$ cat config.mk
export PLATFORM = sky130hd
export DESIGN_NAME = dma_top
export DESIGN_NICKNAME = d
export VERILOG_FILES = /design/src/common/dma_pkg.sv /design/src/logic/dma_top.sv /design/src/dma/dma_write_fsm.sv /design/src/dma/dma_read_fsm.sv /design/src/logic/wb_arbiter.sv /design/src/logic/sync_fifo.sv
export SDC_FILE = /design/constraint.sdc
export NUM_CORES = 1
export LEC_CHECK = 0
export BUFFER_PORTS_ARGS = -buffer_cell sky130_fd_sc_hd__buf_2
export CAP_MARGIN = 40
export CORE_MARGIN = 1.5
export CORE_UTILIZATION = 61
export DETAILED_ROUTE_END_ITERATION = 16
export PLACE_DENSITY = 0.79
export SLEW_MARGIN = 20
export SYNTH_ARGS = -nofsm -noshare
export SYNTH_HDL_FRONTEND = slang
export SYNTH_SLANG_ARGS = --single-unit
$ cat constraint.sdc
create_clock -name clk -period 6.1 [get_ports clk]
set_input_delay 0.915 -clock clk [delete_from_list [all_inputs] [get_ports clk]]
set_output_delay 0.915 -clock clk [all_outputs]
set_load 0.005 [all_outputs]
$ cat src/common/dma_pkg.sv
/* dma shared definitions
   descriptor field widths and the state and bus-owner encodings */
package dma_pkg;

   // word address and length widths
   localparam int ADDR_W = 16;
   localparam int LEN_W  = 12;

   // packed descriptor is {src, dst, len}
   localparam int DESC_W = 2 * ADDR_W + LEN_W;

   // read-source machine
   typedef enum logic [2:0] {
      RD_IDLE,
      RD_ADDR,
      RD_DATA,
      RD_WAIT_WR,
      RD_ERROR
   } rd_state_t;

   // write-destination machine
   typedef enum logic [1:0] {
      WR_IDLE,
      WR_BUS,
      WR_DONE
   } wr_state_t;

   // which master holds the shared wishbone port
   typedef enum logic {
      OWN_RD,
      OWN_WR
   } bus_owner_t;

endpackage
$ cat src/logic/dma_top.sv
/* memory-to-memory DMA engine top
   descriptor queue, data FIFO, read and write FSMs and the bus arbiter */
`timescale 1ns/100ps

module dma_top
   import dma_pkg::*;
#(
   parameter int DATA_W     = 32,
   parameter int BURST_LEN  = 8,
   parameter int FIFO_DEPTH = 16,
   parameter int DESC_DEPTH = 4
)(
   input  logic              clk,
   input  logic              reset_n,
   input  logic              desc_push,
   input  logic [ADDR_W-1:0] desc_src,
   input  logic [ADDR_W-1:0] desc_dst,
   input  logic [LEN_W-1:0]  desc_len,
   output logic              desc_full,
   output logic              m_cyc,
   output logic              m_stb,
   output logic              m_we,
   output logic [ADDR_W-1:0] m_adr,
   output logic [DATA_W-1:0] m_dat_w,
   input  logic [DATA_W-1:0] m_dat_r,
   input  logic              m_ack,
   input  logic              m_err,
   output logic              busy,
   output logic              error,
   output logic [15:0]       descriptor_count,
   output rd_state_t         rd_state
);

   logic [DESC_W-1:0] desc_in, desc_head;
   logic              desc_empty, desc_valid, desc_pop;
   logic [ADDR_W-1:0] head_src, head_dst;
   logic [LEN_W-1:0]  head_len;
   logic                            fifo_wr_en, fifo_rd_en, fifo_empty;
   logic [DATA_W-1:0]               fifo_wr_data, fifo_rd_data;
   logic [$clog2(FIFO_DEPTH+1)-1:0] fifo_count;
   logic              rd_cyc, rd_stb, rd_ack, rd_err;
   logic [ADDR_W-1:0] rd_adr, wr_adr;
   logic [DATA_W-1:0] rd_dat_r, wr_dat_w;
   logic              wr_cyc, wr_stb, wr_we, wr_ack, wr_done;

   // descriptor packed as {src, dst, len}
   assign desc_in = {desc_src, desc_dst, desc_len};
   assign {head_src, head_dst, head_len} = desc_head;
   assign desc_valid = !desc_empty;

   sync_fifo #(.WIDTH(DESC_W), .DEPTH(DESC_DEPTH)) desc_fifo_i (
      .clk(clk), .reset_n(reset_n),
      .push(desc_push), .push_data(desc_in),
      .pop(desc_pop), .pop_data(desc_head),
      .empty(desc_empty), .full(desc_full), .count()
   );

   sync_fifo #(.WIDTH(DATA_W), .DEPTH(FIFO_DEPTH)) data_fifo_i (
      .clk(clk), .reset_n(reset_n),
      .push(fifo_wr_en), .push_data(fifo_wr_data),
      .pop(fifo_rd_en), .pop_data(fifo_rd_data),
      .empty(fifo_empty), .full(), .count(fifo_count)
   );

   dma_read_fsm #(.DATA_W(DATA_W), .BURST_LEN(BURST_LEN), .FIFO_DEPTH(FIFO_DEPTH)) read_fsm_i (
      .clk(clk), .reset_n(reset_n),
      .desc_valid(desc_valid), .desc_src(head_src), .desc_len(head_len),
      .wr_done(wr_done), .desc_pop(desc_pop),
      .fifo_wr_en(fifo_wr_en), .fifo_wr_data(fifo_wr_data), .fifo_count(fifo_count),
      .rd_cyc(rd_cyc), .rd_stb(rd_stb), .rd_adr(rd_adr),
      .rd_dat_r(rd_dat_r), .rd_ack(rd_ack), .rd_err(rd_err),
      .state(rd_state), .busy(busy), .error(error),
      .descriptor_count(descriptor_count)
   );

   dma_write_fsm #(.DATA_W(DATA_W)) write_fsm_i (
      .clk(clk), .reset_n(reset_n),
      .desc_valid(desc_valid), .desc_dst(head_dst), .desc_len(head_len),
      .fifo_rd_en(fifo_rd_en), .fifo_rd_data(fifo_rd_data), .fifo_empty(fifo_empty),
      .wr_cyc(wr_cyc), .wr_stb(wr_stb), .wr_we(wr_we), .wr_adr(wr_adr),
      .wr_dat_w(wr_dat_w), .wr_ack(wr_ack), .wr_done(wr_done)
   );

   wb_arbiter #(.DATA_W(DATA_W)) arbiter_i (
      .clk(clk), .reset_n(reset_n),
      .rd_cyc(rd_cyc), .rd_stb(rd_stb), .rd_adr(rd_adr),
      .rd_dat_r(rd_dat_r), .rd_ack(rd_ack), .rd_err(rd_err),
      .wr_cyc(wr_cyc), .wr_stb(wr_stb), .wr_we(wr_we), .wr_adr(wr_adr),
      .wr_dat_w(wr_dat_w), .wr_ack(wr_ack),
      .m_cyc(m_cyc), .m_stb(m_stb), .m_we(m_we), .m_adr(m_adr), .m_dat_w(m_dat_w),
      .m_dat_r(m_dat_r), .m_ack(m_ack), .m_err(m_err)
   );

endmodule

$ cat src/dma/dma_write_fsm.sv
/* dma write-destination FSM
   drains the data FIFO to the destination and signals the finished descriptor */
`timescale 1ns/100ps

module dma_write_fsm
   import dma_pkg::*;
#(
   parameter int DATA_W = 32
)(
   input  logic              clk,
   input  logic              reset_n,
   input  logic              desc_valid,
   input  logic [ADDR_W-1:0] desc_dst,
   input  logic [LEN_W-1:0]  desc_len,
   output logic              fifo_rd_en,
   input  logic [DATA_W-1:0] fifo_rd_data,
   input  logic              fifo_empty,
   output logic              wr_cyc,
   output logic              wr_stb,
   output logic              wr_we,
   output logic [ADDR_W-1:0] wr_adr,
   output logic [DATA_W-1:0] wr_dat_w,
   input  logic              wr_ack,
   output logic              wr_done
);

   wr_state_t         state;
   wr_state_t         next;
   logic [ADDR_W-1:0] dst_addr;
   logic [LEN_W-1:0]  words_left;

   always_ff @(posedge clk) begin
      if (!reset_n) state <= WR_IDLE;
      else          state <= next;
   end

   always_comb begin
      next = state;
      unique case (state)
         WR_IDLE: if (desc_valid) next = WR_BUS;
         WR_BUS:  if (wr_ack && words_left == LEN_W'(1)) next = WR_DONE;
         // single cycle, the reader pops the head on this pulse
         WR_DONE: next = WR_IDLE;
         default: next = WR_IDLE;
      endcase
   end

   always_ff @(posedge clk) begin
      if (state == WR_IDLE && desc_valid) begin
         dst_addr   <= desc_dst;
         words_left <= desc_len;
      end
      if (fifo_rd_en) begin
         dst_addr   <= dst_addr + 1'b1;
         words_left <= words_left - 1'b1;
      end
   end

   // only this side pops, so a non-empty FIFO stays non-empty until ack
   assign wr_cyc     = (state == WR_BUS) && !fifo_empty;
   assign wr_stb     = wr_cyc;
   assign wr_we      = wr_stb;
   assign wr_adr     = dst_addr;
   assign wr_dat_w   = fifo_rd_data;
   assign fifo_rd_en = wr_cyc && wr_ack;
   assign wr_done    = (state == WR_DONE);

endmodule

$ cat src/dma/dma_read_fsm.sv
/* dma read-source FSM
   fetches source words in bursts under one cyc and fills the data FIFO */
`timescale 1ns/100ps

module dma_read_fsm
   import dma_pkg::*;
#(
   parameter int DATA_W     = 32,
   parameter int BURST_LEN  = 8,
   parameter int FIFO_DEPTH = 16
)(
   input  logic                           clk,
   input  logic                           reset_n,
   input  logic                           desc_valid,
   input  logic [ADDR_W-1:0]              desc_src,
   input  logic [LEN_W-1:0]               desc_len,
   input  logic                           wr_done,
   output logic                           desc_pop,
   output logic                           fifo_wr_en,
   output logic [DATA_W-1:0]              fifo_wr_data,
   input  logic [$clog2(FIFO_DEPTH+1)-1:0] fifo_count,
   output logic                           rd_cyc,
   output logic                           rd_stb,
   output logic [ADDR_W-1:0]              rd_adr,
   input  logic [DATA_W-1:0]              rd_dat_r,
   input  logic                           rd_ack,
   input  logic                           rd_err,
   output rd_state_t                      state,
   output logic                           busy,
   output logic                           error,
   output logic [15:0]                    descriptor_count
);

   localparam int BST_W = $clog2(BURST_LEN + 1);

   rd_state_t         next;
   logic [ADDR_W-1:0] src_addr;
   logic [LEN_W-1:0]  words_left;
   logic [BST_W-1:0]  burst_left;
   logic [LEN_W-1:0]  free_words;
   logic [LEN_W-1:0]  burst_size;
   logic              last_beat;

   assign free_words = LEN_W'(FIFO_DEPTH) - LEN_W'(fifo_count);
   assign last_beat  = rd_ack && (burst_left == BST_W'(1));

   // lesser of burst limit, words remaining and FIFO room
   always_comb begin
      burst_size = LEN_W'(BURST_LEN);
      if (words_left < burst_size) burst_size = words_left;
      if (free_words < burst_size) burst_size = free_words;
   end

   always_ff @(posedge clk) begin
      if (!reset_n) state <= RD_IDLE;
      else          state <= next;
   end

   always_comb begin
      next = state;
      unique case (state)
         RD_IDLE:    if (desc_valid) next = RD_ADDR;
         // no room means cyc stays low until the writer drains a word
         RD_ADDR:    if (free_words != '0) next = RD_DATA;
         RD_DATA: begin
            if (rd_err)
               next = RD_ERROR;
            else if (last_beat)
               next = (words_left == LEN_W'(1)) ? RD_WAIT_WR : RD_ADDR;
         end
         RD_WAIT_WR: if (wr_done) next = RD_IDLE;
         RD_ERROR:   next = RD_ERROR;
         default:    next = RD_IDLE;
      endcase
   end

   always_ff @(posedge clk) begin
      if (state == RD_IDLE && desc_valid) begin
         src_addr   <= desc_src;
         words_left <= desc_len;
      end
      if (state == RD_ADDR) burst_left <= BST_W'(burst_size);
      if (state == RD_DATA && rd_ack) begin
         src_addr   <= src_addr + 1'b1;
         words_left <= words_left - 1'b1;
         burst_left <= burst_left - 1'b1;
      end
   end

   always_ff @(posedge clk) begin
      if (!reset_n)      descriptor_count <= '0;
      else if (desc_pop) descriptor_count <= descriptor_count + 1'b1;
   end

   assign rd_cyc       = (state == RD_DATA);
   assign rd_stb       = rd_cyc;
   assign rd_adr       = src_addr;
   assign fifo_wr_en   = rd_cyc && rd_ack;
   assign fifo_wr_data = rd_dat_r;
   assign desc_pop     = (state == RD_WAIT_WR) && wr_done;
   assign busy         = (state != RD_IDLE);
   assign error        = (state == RD_ERROR);

   // a pending read keeps its strobe and address until answered
   a_stb_hold: assert property (@(posedge clk) disable iff (!reset_n)
      rd_stb && !rd_ack && !rd_err |=> rd_stb && $stable(rd_adr));

   a_len_nonzero: assert property (@(posedge clk) disable iff (!reset_n)
      state == RD_IDLE && desc_valid |-> desc_len != '0);

endmodule

$ cat src/logic/wb_arbiter.sv
/* wishbone classic arbiter
   round-robin join of the read and write masters onto one port */
`timescale 1ns/100ps

module wb_arbiter
   import dma_pkg::*;
#(
   parameter int DATA_W = 32
)(
   input  logic              clk,
   input  logic              reset_n,
   input  logic              rd_cyc,
   input  logic              rd_stb,
   input  logic [ADDR_W-1:0] rd_adr,
   output logic [DATA_W-1:0] rd_dat_r,
   output logic              rd_ack,
   output logic              rd_err,
   input  logic              wr_cyc,
   input  logic              wr_stb,
   input  logic              wr_we,
   input  logic [ADDR_W-1:0] wr_adr,
   input  logic [DATA_W-1:0] wr_dat_w,
   output logic              wr_ack,
   output logic              m_cyc,
   output logic              m_stb,
   output logic              m_we,
   output logic [ADDR_W-1:0] m_adr,
   output logic [DATA_W-1:0] m_dat_w,
   input  logic [DATA_W-1:0] m_dat_r,
   input  logic              m_ack,
   input  logic              m_err
);

   bus_owner_t owner;
   bus_owner_t last_owner;
   logic       held;
   logic       last_cyc;

   assign last_cyc = (last_owner == OWN_RD) ? rd_cyc : wr_cyc;

   always_comb begin
      owner = last_owner;
      if (!(held && last_cyc)) begin
         // favour whoever did not have the last tenure
         if (last_owner == OWN_WR) owner = rd_cyc ? OWN_RD : (wr_cyc ? OWN_WR : last_owner);
         else                      owner = wr_cyc ? OWN_WR : (rd_cyc ? OWN_RD : last_owner);
      end
   end

   always_ff @(posedge clk) begin
      if (!reset_n) begin
         last_owner <= OWN_WR;
         held       <= 1'b0;
      end else begin
         if (m_cyc) last_owner <= owner;
         held <= m_cyc;
      end
   end

   assign m_cyc   = (owner == OWN_RD) ? rd_cyc : wr_cyc;
   assign m_stb   = (owner == OWN_RD) ? rd_stb : wr_stb;
   assign m_we    = (owner == OWN_WR) && wr_we;
   assign m_adr   = (owner == OWN_RD) ? rd_adr : wr_adr;
   assign m_dat_w = (owner == OWN_WR) ? wr_dat_w : '0;

   assign rd_dat_r = m_dat_r;
   assign rd_ack   = (owner == OWN_RD) && rd_cyc && m_ack;
   assign rd_err   = (owner == OWN_RD) && rd_cyc && m_err;
   assign wr_ack   = (owner == OWN_WR) && wr_cyc && m_ack;

   a_rd_keeps_bus: assert property (@(posedge clk) disable iff (!reset_n)
      owner == OWN_RD && rd_cyc |=> !rd_cyc || owner == OWN_RD);
   a_wr_keeps_bus: assert property (@(posedge clk) disable iff (!reset_n)
      owner == OWN_WR && wr_cyc |=> !wr_cyc || owner == OWN_WR);

endmodule

$ cat src/logic/sync_fifo.sv
/* synchronous FIFO
   circular buffer with occupancy count and the head word on pop_data */
`timescale 1ns/100ps

module sync_fifo #(
   parameter int WIDTH = 32,
   parameter int DEPTH = 16
)(
   input  logic                         clk,
   input  logic                         reset_n,
   input  logic                         push,
   input  logic [WIDTH-1:0]             push_data,
   input  logic                         pop,
   output logic [WIDTH-1:0]             pop_data,
   output logic                         empty,
   output logic                         full,
   output logic [$clog2(DEPTH+1)-1:0]   count
);

   localparam int PTR_W = (DEPTH > 1) ? $clog2(DEPTH) : 1;

   logic [WIDTH-1:0] mem [DEPTH];
   logic [PTR_W-1:0] wr_ptr;
   logic [PTR_W-1:0] rd_ptr;
   logic             do_push;
   logic             do_pop;

   function automatic logic [PTR_W-1:0] next_ptr(input logic [PTR_W-1:0] p);
      return (p == PTR_W'(DEPTH - 1)) ? '0 : p + 1'b1;
   endfunction

   assign do_push  = push && !full;
   assign do_pop   = pop && !empty;
   assign empty    = (count == '0);
   assign full     = (count == DEPTH);
   assign pop_data = mem[rd_ptr];

   always_ff @(posedge clk) begin
      if (do_push) mem[wr_ptr] <= push_data;
   end

   always_ff @(posedge clk) begin
      if (!reset_n) begin
         wr_ptr <= '0;
         rd_ptr <= '0;
         count  <= '0;
      end else begin
         if (do_push) wr_ptr <= next_ptr(wr_ptr);
         if (do_pop)  rd_ptr <= next_ptr(rd_ptr);
         case ({do_push, do_pop})
            2'b10:   count <= count + 1'b1;
            2'b01:   count <= count - 1'b1;
            default: count <= count;
         endcase
      end
   end

   a_no_overflow: assert property (@(posedge clk) disable iff (!reset_n) !(push && full));
   a_no_underflow: assert property (@(posedge clk) disable iff (!reset_n) !(pop && empty));

endmodule

==> metrics.md <==
| Metric | Value |
|---|---|
| Die Footprint | 0.0543 mm² |
| DR vias | 16.6k |
| Crit Path Class | register to output port |
| Fill count | 3158 |
| Root Buffer | clkbuf_16 |
| Outcome | completed |
| Cell taking the most area after synthesis | edfxtp_1 |
| Worst vdd ir | 0.311 mV |
| Skew-Pair Late Insertion Delay | 0.63 ns |
| Placed Instances | 2520 |
| Logic gate share of total power | 11.3% |
| Startpoint types | register |
| Flop pwr share | 51.2% |
| Worst-path clk slew | 0.06 ns |
| GRT overflow | 0 |
| LEAKAGE | 11.9 nW |
| Syn_area_per_cell | 18.9 µm² |
| Relative slew slack | 45.4% |
| Clk network pwr share | 37.5% |
| Switch share | 23.9% |
| Fin Setup TNS | 0 ns |
| Layout cells sized above 1 | 29.1% |
| CTS Hold Bufs | 0 |
| WHS | 0.507 ns |
| DRT iter0 DRCs | 1665 |
| Final Non-Filler Cells | 2670 |
| Yosys cell types | 69 |
| Die height | 233 µm |
| Post-Syn Area | 0.0323 mm² |
| ANT nets after route | 0 |
| Required time worst endpoint | 5.18 ns |
| Drt total wl | 69500 µm |
| Area growth from synthesis to layout | 13.9% |
| Setup Skew | 0.0323 ns |
| Row count | 84 |
| MaxCap Viol Count | 0 |
| FMAX | 215 MHz |
| Routed len/inst | 26.0 µm |
| Number of setup violations in the final report | 0 |
| Die width | 233 µm |
| Maximum clock insertion buffer count | 3 |
| Post_cts resized | 0 |
| Unrepaired setup endpoints after global routing | false |
| Yosys Warn Count | 0 |
| Largest net degree at the start of global routing | 64 |
| Total core area | 0.0524 mm² |
| Worst path arrival time | 3.74 ns |
| Worst Tran Pin Value | 0.818 ns |
| Hold Vio Cnt, Final | 0 |
| P per Cell Area | 341 mW/mm² |
| Ports | 154 |
| Synth top area cells | edfxtp_1 (70%), mux4_2 (14%), dfxtp_1 (3.0%) |
| Via density per instance | 6.24 |
| Cell Area, Placed | 0.0342 mm² |
| Initial antenna violation count | 12 |
| Initial Util | 61.5% |
| Global-route wire length before repair | 104000 µm |
| Fin nets | 2034 |
| Internal cell power | 0.00954 W |
| Post-layout min period | 4.66 ns |
| CTS Buf Count | 78 |
| Critical path capture point type | output port |
| Yosys reg bits | 797 |
| Final period utilization | 76.3% |
| CTS tree | yes |
| Sequential-to-total area share from yosys stat | 72.7% |
| Port Buffers | 153 |
| Synth top area share | 69.6% |
| Detailed placement HPWL | 39800 µm |
| Post-synth ARST share | 0% |
| Post-synth top flop | edfxtp_1 |
| Psw | 0.00299 W |
| Gr usage total | 26.4% |
| Vias in the first global route | 17.2k |
| H-tree depth | 3 |
| Hold crit path type | register to register |
| Clock sinks | 797 |
| Pins Over Slew Limit | 0 |
| DRC violations left | 0 |
| CP Max Fanout | 33 |
| Post-Layout Inst Area | 0.0367 mm² |
| Post-Synthesis Cells | 1707 |
| Post-Route Utilization | 70.0% |
| Post-CTS setup repair buffer count | 0 |
| Final Wtd Congestion | 0.841 |
| Post-synth EDFFs | 748 |
| First-pass DRT Iterations | 5 |
==> per-layer routing <==
layer,vias to the layer above,share of wire (%),global-route usage (%)
li1,7249,-,-
met1,8506,39,35.6
met2,748,51,43.7
met3,134,8.0,5.36
met4,12,2.5,8.49
met5,-,0.11,0
==> worst max-delay path, cell delays in order, from the launching register on <==
cell     delay (ns)
dfxtp_1        0.36
inv_1          0.11
ha_1           0.18
nor3b_1        0.30
ha_1           0.25
or3b_2         0.21
a21oi_1        0.09
o22ai_4        0.60
buf_4          0.59
nor2b_1        0.19
buf_2          0.18
==> power groups by stage <==
| stage | registers, W | logic [W] | clock network, W |
|---|---|---|---|
| after floorplan | 0.00649 | 0.000861 | 0 |
| after global placement | 0.00652 | 0.00136 | 0 |
| after detailed placement | 0.00653 | 0.00141 | 0 |
| after CTS | 0.00642 | 0.00143 | 0.00476 |
| after global routing | 0.00644 | 0.00154 | 0.00497 |
| final | 0.00642 | 0.00142 | 0.00470 |
==> worst paths after layout <==
path / from / end / slack [ns] / cells after the start
min reg2reg: data_fifo_i.count[4] / data_fifo_i.count[4] / 0.51 / 2
max reg2reg: data_fifo_i.count[0] / data_fifo_i.count[4] / 2.19 / 16
min: data_fifo_i.count[4] / data_fifo_i.count[4] / 0.51 / 2
max: data_fifo_i.count[1] / m_dat_w[20] / 1.44 / 10
==> flip-flops by register name (all words and copies together) (netlist names), named ones only <==
register / flops
arbiter_i.last_owner: 1
desc_fifo_i.wr_ptr: 2
data_fifo_i.mem: 512
read_fsm_i.burst_left: 4
read_fsm_i.words_left: 12
write_fsm_i.state: 2
write_fsm_i.words_left: 12
arbiter_i.held: 1
read_fsm_i.state: 3
desc_fifo_i.count: 3
desc_fifo_i.rd_ptr: 2
read_fsm_i.rd_adr: 16
data_fifo_i.count: 5
data_fifo_i.wr_ptr: 4
desc_fifo_i.mem: 176
read_fsm_i.descriptor_count: 16
data_fifo_i.rd_ptr: 4
write_fsm_i.wr_adr: 16
==> final cells by class <==
cell class / count / area [µm²] / share of cell area (%)
flip-flops and latches: 797 / 23500 / 63.9
multi-input cells: 803 / 8530 / 23.2
clock buffers: 103 / 2110 / 5.75
repair buffers: 201 / 1260 / 3.44
well taps: 688 / 861 / 2.34
clock inverters: 40 / 373 / 1.02
inverters: 34 / 128 / 0.347
diodes: 4 / 10.0 / 0.0273
==> synth_stat cells (all sizes together) (2+ instances only) <==
cell type  number
nor2           61
a211oi          3
a2111oi         2
ha             37
and2            9
o211ai          6
inv            33
or4             2
nand3          18
o22ai           2
nor2b          36
nand4b          2
or3b            2
mux4          204
xor2           33
nor3           22
nand4          12
clkbuf         53
and4            3
mux2           15
nand2         113
o21ai          66
nand2b          7
or2             2
a21o            2
a21oi          29
nor3b           4
xnor2          36
and3            6
o2111ai         2
buf            27
edfxtp        748
a2bb2oi         3
nor4           12
mux2i           8
dfxtp          49
a31oi           5
or3            16
==> cell usage in the layout (no fill, tap or decap), types with 37 or more instances in the layout <==
cell and n:
edfxtp_1 748, mux4_2 204, buf_2 155, nand2_1 112, clkbuf_16 80, o21ai_0 65, nor2_1 49, dfxtp_1 43
ha_1 37
==> per-stage QoR <==
step | worst slack [ns] | power (W)
after floorplan | 1.61 | 0.00735
after global placement | 2.21 | 0.00788
after detailed placement | 2.12 | 0.00794
after CTS | 1.43 | 0.0126
after global routing | 1.21 | 0.0130
final | 1.44 | 0.0125
==> kinds of logic (layout without fill, tap and decap cells) <==
kind of cell	count (synthesis)	in the layout	synth area share [%]
adder cells (fa/ha/maj)	38	38	1.50
AO/OA/AOI/OAI	129	129	2.38
XOR/XNOR	69	69	1.87
AND/OR/NAND/NOR	332	332	5.12
flip-flops	797	797	72.7
multiplexers	227	227	15.0
other	1	12	0.0116
buffers and inverters	114	378	1.43
Note: power is estimated with default switching activity, not from simulation.
